[config.mk]
export PLATFORM = sky130hd
export DESIGN_NAME = vec_cache_stage2_arbiter
export DESIGN_NICKNAME = d
export VERILOG_FILES = /design/src/verilog/vc_cache_pkg.sv /design/src/verilog/vc_arb_pkg.sv /design/src/verilog/vc_req_filter.sv /design/src/verilog/vc_grant_arb.sv /design/src/verilog/vc_bank_busy_tracker.sv /design/src/verilog/vec_cache_stage2_arbiter.sv
export VERILOG_INCLUDE_DIRS = /design/src /design/src/include
export SDC_FILE = /design/constraint.sdc
export NUM_CORES = 1
export LEC_CHECK = 0
export ABC_CLOCK_PERIOD_IN_PS = 8900
export BUFFER_PORTS_ARGS = -buffer_cell sky130_fd_sc_hd__buf_2
export CAP_MARGIN = 15
export CORE_UTILIZATION = 53
export CTS_CLUSTER_DIAMETER = 50
export DETAILED_ROUTE_END_ITERATION = 12
export GPL_TIMING_DRIVEN = 1
export PLACE_DENSITY = 0.87
export SYNTH_ARGS = -nofsm -noshare
export SYNTH_HDL_FRONTEND = slang
export SYNTH_HIERARCHICAL = 1
export SYNTH_SLANG_ARGS = --single-unit
[constraint.sdc]
create_clock -name clk -period 8.9 [get_ports clk]
set_clock_uncertainty 0.2 [all_clocks]
set_input_delay 0.89 -clock clk [delete_from_list [all_inputs] [get_ports clk]]
set_output_delay 0.89 -clock clk [all_outputs]
set_load 0.05 [all_outputs]
[src/include/vc_settings.svh]
`ifndef VC_SETTINGS_SVH
`define VC_SETTINGS_SVH

// sources in priority order: west, east, south, north, extra.
`define VC_NUM_SRC          5
`define VC_NUM_CHANNEL      2
`define VC_NUM_BLOCK        4
`define VC_NUM_BANK         8
`define VC_PLD_WIDTH        16

// a bank stays blocked for this many cycles after its write is granted.
`define VC_WR_BUSY_CYCLES   4

`endif

[src/verilog/vc_cache_pkg.sv]
`include "vc_settings.svh"

package vc_cache_pkg;

    // numeric value equals the bank index, channel on top.
    typedef struct packed {
        logic [$clog2(`VC_NUM_CHANNEL)-1:0] channel_id;
        logic [$clog2(`VC_NUM_BLOCK)-1:0]   block_id;
    } vc_bank_id_t;

    typedef struct packed {
        logic                       vld;
        vc_bank_id_t                bank_id;
        logic [`VC_PLD_WIDTH-1:0]   pld;
    } vc_req_t;

    typedef vc_req_t [`VC_NUM_SRC-1:0] vc_req_vec_t;  // index 4 is west, 0 is extra.

    typedef enum logic [2:0] {
        SRC_EXTRA = 3'd0,
        SRC_NORTH = 3'd1,
        SRC_SOUTH = 3'd2,
        SRC_EAST  = 3'd3,
        SRC_WEST  = 3'd4
    } vc_src_e;

    typedef logic [`VC_NUM_BANK-1:0] vc_bank_mask_t;

endpackage

[src/verilog/vc_arb_pkg.sv]
`include "vc_settings.svh"

package vc_arb_pkg;

    typedef enum logic [1:0] {
        CMD_IDLE  = 2'd0,
        CMD_READ  = 2'd1,
        CMD_WRITE = 2'd2
    } vc_cmd_op_e;

    // one command toward the data RAM.
    typedef struct packed {
        vc_cmd_op_e                 op;
        vc_cache_pkg::vc_src_e      src;
        vc_cache_pkg::vc_bank_id_t  bank_id;
        logic [`VC_PLD_WIDTH-1:0]   pld;
    } vc_ram_cmd_t;

endpackage

[src/verilog/vc_req_filter.sv]
`timescale 1ns/1ps
`include "vc_settings.svh"

module vc_req_filter (
    input  vc_cache_pkg::vc_req_vec_t   rd_req,
    input  vc_cache_pkg::vc_req_vec_t   wr_req,
    input  vc_cache_pkg::vc_bank_mask_t busy,
    output logic [`VC_NUM_SRC-1:0]      rd_ok,
    output logic [`VC_NUM_SRC-1:0]      wr_ok
);
    import vc_cache_pkg::*;

    logic [`VC_NUM_SRC-1:0] rd_free;    // valid read whose bank is idle.
    vc_bank_mask_t          rd_claim;

    // every source sees the same bank view.
    always_comb begin
        for (int i = 0; i < `VC_NUM_SRC; i++) begin
            rd_free[i] = rd_req[i].vld && !busy[rd_req[i].bank_id];
            wr_ok[i]   = wr_req[i].vld && !busy[wr_req[i].bank_id];
        end
    end

    // walk from west down to extra.
    // the first read to reach a bank claims it and later ones are dropped,
    // so the reads that survive all target distinct banks.
    always_comb begin
        rd_claim = '0;
        rd_ok    = '0;
        for (int i = `VC_NUM_SRC - 1; i >= 0; i--) begin
            if (rd_free[i] && !rd_claim[rd_req[i].bank_id]) begin
                rd_ok[i]                    = 1'b1;
                rd_claim[rd_req[i].bank_id] = 1'b1;
            end
        end
    end

endmodule

[src/verilog/vc_grant_arb.sv]
`timescale 1ns/1ps
`include "vc_settings.svh"

module vc_grant_arb (
    input  logic                        clk,
    input  logic                        rst_n,
    input  vc_cache_pkg::vc_req_vec_t   rd_req,
    input  vc_cache_pkg::vc_req_vec_t   wr_req,
    input  logic [`VC_NUM_SRC-1:0]      rd_ok,
    input  logic [`VC_NUM_SRC-1:0]      wr_ok,
    output logic [`VC_NUM_SRC-1:0]      rd_rdy,
    output logic [`VC_NUM_SRC-1:0]      wr_rdy,
    output logic                        wr_grant_vld,
    output vc_cache_pkg::vc_bank_id_t   wr_grant_bank,
    output vc_arb_pkg::vc_ram_cmd_t     rd_cmd_0,
    output vc_arb_pkg::vc_ram_cmd_t     rd_cmd_1,
    output vc_arb_pkg::vc_ram_cmd_t     wr_cmd
);
    import vc_cache_pkg::*;
    import vc_arb_pkg::*;

    vc_src_e                wr_sel;
    vc_src_e                rd_sel_0;
    vc_src_e                rd_sel_1;
    logic                   rd_vld_0;
    logic                   rd_vld_1;
    logic [`VC_NUM_SRC-1:0] rd_cand;
    vc_ram_cmd_t            rd_cmd_0_d;
    vc_ram_cmd_t            rd_cmd_1_d;
    vc_ram_cmd_t            wr_cmd_d;

    function automatic vc_ram_cmd_t make_cmd(input logic       vld,
                                             input vc_cmd_op_e op,
                                             input vc_src_e    src,
                                             input vc_req_t    req);
        vc_ram_cmd_t cmd;
        if (vld)
            cmd.op = op;
        else
            cmd.op = CMD_IDLE;
        cmd.src     = src;
        cmd.bank_id = req.bank_id;
        cmd.pld     = req.pld;
        return cmd;
    endfunction

    always_comb begin
        wr_grant_vld = 1'b0;
        wr_sel       = SRC_EXTRA;
        wr_rdy       = '0;
        for (int i = `VC_NUM_SRC - 1; i >= 0; i--) begin
            if (wr_ok[i] && !wr_grant_vld) begin
                wr_grant_vld = 1'b1;
                wr_sel       = vc_src_e'(i);
                wr_rdy[i]    = 1'b1;
            end
        end
    end

    assign wr_grant_bank = wr_req[wr_sel].bank_id;  // only meaningful with wr_grant_vld.

    // a read to the bank being written this cycle has to wait.
    always_comb begin
        for (int i = 0; i < `VC_NUM_SRC; i++) begin
            rd_cand[i] = rd_ok[i] && !(wr_grant_vld && (rd_req[i].bank_id == wr_grant_bank));
        end
    end

    always_comb begin
        rd_vld_0 = 1'b0;
        rd_vld_1 = 1'b0;
        rd_sel_0 = SRC_EXTRA;
        rd_sel_1 = SRC_EXTRA;
        rd_rdy   = '0;
        for (int i = `VC_NUM_SRC - 1; i >= 0; i--) begin
            if (rd_cand[i] && !rd_vld_0) begin
                rd_vld_0  = 1'b1;
                rd_sel_0  = vc_src_e'(i);
                rd_rdy[i] = 1'b1;
            end else if (rd_cand[i] && !rd_vld_1) begin
                rd_vld_1  = 1'b1;
                rd_sel_1  = vc_src_e'(i);
                rd_rdy[i] = 1'b1;
            end
        end
    end

    assign rd_cmd_0_d = make_cmd(rd_vld_0, CMD_READ, rd_sel_0, rd_req[rd_sel_0]);
    assign rd_cmd_1_d = make_cmd(rd_vld_1, CMD_READ, rd_sel_1, rd_req[rd_sel_1]);
    assign wr_cmd_d   = make_cmd(wr_grant_vld, CMD_WRITE, wr_sel, wr_req[wr_sel]);

    // only the op fields are cleared by reset.
    always_ff @(posedge clk) begin
        rd_cmd_0 <= rd_cmd_0_d;
        rd_cmd_1 <= rd_cmd_1_d;
        wr_cmd   <= wr_cmd_d;
        if (!rst_n) begin
            rd_cmd_0.op <= CMD_IDLE;
            rd_cmd_1.op <= CMD_IDLE;
            wr_cmd.op   <= CMD_IDLE;
        end
    end

endmodule

[src/verilog/vc_bank_busy_tracker.sv]
`timescale 1ns/1ps
`include "vc_settings.svh"

module vc_bank_busy_tracker (
    input  logic                        clk,
    input  logic                        rst_n,
    input  logic                        wr_grant_vld,
    input  vc_cache_pkg::vc_bank_id_t   wr_grant_bank,
    output vc_cache_pkg::vc_bank_mask_t busy
);
    import vc_cache_pkg::*;

    vc_bank_mask_t                  bank_hit;   // one-hot decode of the granted bank.
    logic [`VC_WR_BUSY_CYCLES-1:0]  busy_sr [`VC_NUM_BANK];

    for (genvar b = 0; b < `VC_NUM_BANK; b++) begin : g_bank
        assign bank_hit[b] = wr_grant_vld && (wr_grant_bank == b);

        // a one enters at the bottom and drops off the top after the window.
        always_ff @(posedge clk) begin
            if (!rst_n) begin
                busy_sr[b] <= '0;
            end else begin
                busy_sr[b] <= {busy_sr[b][`VC_WR_BUSY_CYCLES-2:0], bank_hit[b]};
            end
        end

        assign busy[b] = |busy_sr[b];
    end

endmodule

[src/verilog/vec_cache_stage2_arbiter.sv]
`timescale 1ns/1ps
`include "vc_settings.svh"

module vec_cache_stage2_arbiter (
    input  logic                        clk,
    input  logic                        rst_n,
    input  vc_cache_pkg::vc_req_vec_t   rd_req,
    input  vc_cache_pkg::vc_req_vec_t   wr_req,
    output logic [`VC_NUM_SRC-1:0]      rd_rdy,
    output logic [`VC_NUM_SRC-1:0]      wr_rdy,
    output vc_arb_pkg::vc_ram_cmd_t     rd_cmd_0,
    output vc_arb_pkg::vc_ram_cmd_t     rd_cmd_1,
    output vc_arb_pkg::vc_ram_cmd_t     wr_cmd
);
    import vc_cache_pkg::*;

    logic [`VC_NUM_SRC-1:0] rd_ok;
    logic [`VC_NUM_SRC-1:0] wr_ok;
    logic                   wr_grant_vld;
    vc_bank_id_t            wr_grant_bank;
    vc_bank_mask_t          busy;           // fed back from the tracker into the filter.

    vc_req_filter u_req_filter (
        .rd_req         (rd_req         ),
        .wr_req         (wr_req         ),
        .busy           (busy           ),
        .rd_ok          (rd_ok          ),
        .wr_ok          (wr_ok          )
    );

    vc_grant_arb u_grant_arb (
        .clk            (clk            ),
        .rst_n          (rst_n          ),
        .rd_req         (rd_req         ),
        .wr_req         (wr_req         ),
        .rd_ok          (rd_ok          ),
        .wr_ok          (wr_ok          ),
        .rd_rdy         (rd_rdy         ),
        .wr_rdy         (wr_rdy         ),
        .wr_grant_vld   (wr_grant_vld   ),
        .wr_grant_bank  (wr_grant_bank  ),
        .rd_cmd_0       (rd_cmd_0       ),
        .rd_cmd_1       (rd_cmd_1       ),
        .wr_cmd         (wr_cmd         )
    );

    vc_bank_busy_tracker u_bank_busy_tracker (
        .clk            (clk            ),
        .rst_n          (rst_n          ),
        .wr_grant_vld   (wr_grant_vld   ),
        .wr_grant_bank  (wr_grant_bank  ),
        .busy           (busy           )
    );

endmodule

After elaboration in Yosys (flattened, before gate mapping)
Memory sizes are Yosys's and may differ from the RTL's.
Cells that the tools add are included.

cells by class
  reduce and logical (&&, ||, !) cells = 88
  magnitude comparators = 17
  bitwise operators = 11
  multiply operators = 0
  shift-type cells = 0
  muxes and demuxes = 112
  $add $sub $neg = 0
  equality and inequality tests = 12
  div/mod/pow operators = 0

operators by type and width
  kind                                                                    number
  20-bit binary-select mux with 3-bit select                              3
  1-bit two-way mux                                                       57
  19-bit two-way mux                                                      3
  3-bit by 4-bit < comparator with 1-bit output (second input constant)   13
  3-bit two-way mux                                                       17
  1-bit logical AND                                                       48
  1-bit binary-select mux with 3-bit select                               14
  4-bit two-way mux                                                       8
  8-bit two-way mux                                                       4
  4-bit OR reduction                                                      8
  1-bit zero test                                                         31
  8-bit OR                                                                3
  3-bit == test                                                           5
  1-bit demux with 3-bit select                                           4
  3-bit == test (second input constant)                                   4
  3-bit by 1-bit >= comparator with 1-bit output (second input constant)  4
  1-bit OR                                                                8
  3-bit by 2-bit == test with 1-bit output (second input constant)        2
  2-bit two-way mux                                                       2
  3-bit by 1-bit == test with 1-bit output (second input constant)        1
  3-bit zero test                                                         1

storage, ports and cells
  word-level logic and storage cells = 257
  latch bits = 0
  register bits after elaboration = 72
  bits in writable memories = 32
  memories kept = 2
  output and inout port bits = 82
  bits of input ports = 202
  bits in read-only memories = 8

memories
  memory                       words  bits a word  rd ports  clocked after memory_dff  wr ports  line                        RTL
  u_bank_busy_tracker.busy_sr  8      4            8         0                         8         vc_bank_busy_tracker.sv:14  logic [`VC_WR_BUSY_CYCLES-1:0] busy_sr [`VC_NUM_BANK];
  (name not given)             8      1            1         0                         0         vc_req_filter.sv:31         if (rd_free[i] && !rd_claim[rd_req[i].bank_id]) begin

Logic depth before layout (Yosys ltp)
An unclocked memory read counts as a cell.

  depth after elaboration = 43
  depth in mapped cells = 18
  gate-level depth less buffers = 16

Cells and area by module
The synthesis kept the hierarchy.

modules (own cells, without submodules)
  module                seq. area each (um2)  area an instance (um2)  times used  cells each
  vc_grant_arb          1361.3                4246.6                  1           422
  vc_req_filter         0.0                   1651.6                  1           220
  vc_bank_busy_tracker  640.6                 933.4                   1           81

Worst setup path after synthesis
No wires, ideal clock.

  path type = register to output
  from = memory u_bank_busy_tracker/busy_sr[7][1] (netlist name)
  to = output rd_rdy[2]
  arrival time = 4.704 ns
  stages on the path, launching flop included = 15
  setup slack = 3.106 ns
  cell sequence = dfxtp_1 or4_1 clkbuf_1 mux4_2 mux2i_1 and2_1 buf_2 nor3b_1 a2111oi_1 a21oi_4 xnor2_1 a211oi_4 inv_2 buf_1 a21oi_1

RTL lines
  what                line                           RTL
  start: declaration  vc_bank_busy_tracker.sv:14
  end: declaration    vec_cache_stage2_arbiter.sv:9  output logic [`VC_NUM_SRC-1:0] rd_rdy,

==> summary.txt <==
Outcome
  – Outcome: complete, no violations

Die
  – Row cnt: 41
  – Core area: 12600 µm²
  – Starting Density: 54.4%
  – Chip width: 116 µm
  – Die height: 116 µm
  – Io pins: 284
  – Die Area: 13300 µm²

Final layout
  – Fillers: 995
  – Layout cell share with drive strength beyond 1: 39.3%
  – Area of the multi-input gates: 4390 µm²
  – Fin util: 67.3%
  – Final #Nets: 1158
  – Synth-to-Final Area Change: 23.8%
  – Register area: 2000 µm²

Synth
  – Synth top cells by count: 100 x dfxtp_1, 81 x mux2i_1, 61 x nor2_1
  – Yosys reg bits: 100
  – Async set-or-reset flop fraction in the synthesized netlist: 0%
  – Synth unique cells: 82
  – Number of synthesized flops with an enable pin: 0
  – Synth warn: 6
  – Syn avg cell area: 9.45 µm²
  – Seq/Total Area, Yosys: 29.3%
  – Mapped Cells: 723
  – Top FF cell, synth: dfxtp_1
  – Largest area contributor in the netlist: dfxtp_1
  – Top-count cell post-synth: dfxtp_1
  – Ranking of synthesized cells by area: dfxtp_1 29%, mux2i_1 12%, mux4_2 11%
  – Synth top area share: 29.3%
  – Post-Syn Area: 6830 µm²

CTS
  – CTS tree: done
  – Clock Pin Slew Worst Setup and Hold Paths: 0.06 ns
  – Clk root buf: clkbuf_16
  – Post_cts resized: 0
  – Max clock buf depth: 2
  – CTS sink count: 100
  – Cts-stage hold buffer count: 0
  – Worst-skew pair later-pin latency: 0.35 ns
  – CTS Buf Count: 9
  – # H-tree levels: 3
  – Post-CTS setup buffer count: 0

Pwr
  – Leak Pwr: 3.84 nW
  – Peak VDD IR: 0.117 mV
  – Pwr/cell area: 272 nW/µm²

Timing
  – Max frequency: 0.144 GHz
  – Max Slew Vio Count: 0
  – Worst slew pin tran: 1.05 ns
  – Period Utilization, post-route: 78.0%
  – Crit path time final: 6.94 ns
  – RSZ-0062 raised after global routing: no
  – Count of final setup violators: 0
  – Relative slew slack: 29.2%
  – Final Hold Vio Count: 0
  – Setup_tns: 0 ns

Placed design
  – Final Wtd Congestion: 0.969
  – DP HPWL: 16.3 mm
  – Buffers added on ports: 279

Routing
  – First-pass iteration count of the detailed router: 6
  – Remaining DRCs: 0
  – Post-DRT Antenna Nets: 0
  – Initial drt markers: 661
  – Vias per inst: 6.09
  – Avg WL per Cell: 19.2 µm
  – WL final: 21.8 mm
  – Vias: 6897

GRT
  – Largest net degree at the start of global routing: 46
  – First-pass GRT wire length: 32.7 mm
  – Vias in the first global route: 6396
  – Initial antenna violation count: 1
  – GR Util All Layers: 31.8%
  – Remaining Overflow, GRT: 0

Worst setup path
  – Critical Setup Path Class: reg2out
  – WP data arrival: 5.85 ns
  – CP required: 7.81 ns
  – CP max FO: 41
  – Crit path launch type: flop
  – Crit path capture type: primary output

Job
  – Max cap viols: 0

Worst hold path
  – Hold WC Path Type: reg2reg
[cells in the final DEF (no fill, tap or decap), drive strengths merged, types with 10 or more instances in the layout]
master and n:
a21oi 13, a221oi 19, and2 34, buf 284
clkbuf 12, dfxtp 100, inv 30, mux2 18
mux2i 81, mux4 32, nand2 33, nand2b 21
nand3 10, nor2 61, nor3 22, o221ai 13
or4 10, xnor2 18
[logic make-up (layout without fill, tap and decap cells)]
family	after synthesis	in the layout	share of synthesized area, %
flip-flops	100	100	29.3
AO/OA/AOI/OAI	127	127	15.7
adder cells (fa/ha/maj)	2	2	0.311
AND/OR/NAND/NOR	244	244	19.6
multiplexers	131	131	25.4
other	1	5	0.0549
buffers and inverters	96	330	6.90
XOR/XNOR	22	22	2.82
[flip-flops by register name, summed over array words and instances (netlist names)]
name	flops
u_grant_arb/rd_cmd_0	23
u_grant_arb/wr_cmd	23
u_bank_busy_tracker/busy_sr	32
u_grant_arb/rd_cmd_1	22
[report_power, final]
part	internal [mW]	switching, mW
sequential	0.572	0.0323
clock	0.232	0.163
combinational	0.397	0.901
[critical path: stages (launching register included)]
cell and delay [ns]:
dfxtp_1 0.30, or4_1 0.77, mux4_2 0.54, mux2i_1 0.18, and2_1 0.44, nor3b_1 0.11, a21oi_1 0.72, mux2i_1 0.28
a41oi_1 0.19, a211oi_4 0.25, buf_4 0.42, inv_1 0.38, maj3_2 0.44, nor2_1 0.17, buf_2 0.30
[cell type report]
class	instances	area share, %
multi-input cells	530	51.9
diodes	1	0.0296
well taps	172	2.54
flip-flops and latches	100	23.7
clock buffers	12	3.03
clock inverters	3	0.547
inverters	31	1.38
repair buffers	284	16.9
[per-layer routing]
metal	wire, µm	global-route usage (%)
met1	8260	37.8
met2	10800	55.1
met3	1910	5.60
met4	845	16.7
met5	0	0
[metrics by stage]
| stage | hold slack (ns) | cell area (µm²) | setup WS, ns | instances | total power, mW |
|---|---|---|---|---|---|
| after floorplan | 0.220 | 6840 | 3.11 | 726 | 1.62 |
| after global placement | 0.222 | 8160 | 2.48 | 1117 | 1.89 |
| after detailed placement | 0.236 | 8160 | 2.40 | 1117 | 1.90 |
| after CTS | 0.247 | 8460 | 2.01 | 1132 | 2.30 |
| after global routing | 0.261 | 8460 | 1.69 | 1133 | 2.40 |
| final | 0.245 | 8460 | 1.96 | 1133 | 2.30 |
[worst paths after layout]
| check | startpoint | to | slack (ns) | depth (start not counted) |
|---|---|---|---|---|
| max | u_bank_busy_tracker/busy_sr[7][1] | rd_rdy[1] | 1.96 | 14 |
| min reg2reg | u_bank_busy_tracker/busy_sr[1][1] | u_bank_busy_tracker/busy_sr[1][2] | 0.24 | 1 |
| min | u_bank_busy_tracker/busy_sr[1][1] | u_bank_busy_tracker/busy_sr[1][2] | 0.24 | 1 |
| max reg2reg | u_bank_busy_tracker/busy_sr[7][1] | u_grant_arb/rd_cmd_1[18] | 2.80 | 15 |
Power figures use the tool's default switching activity.
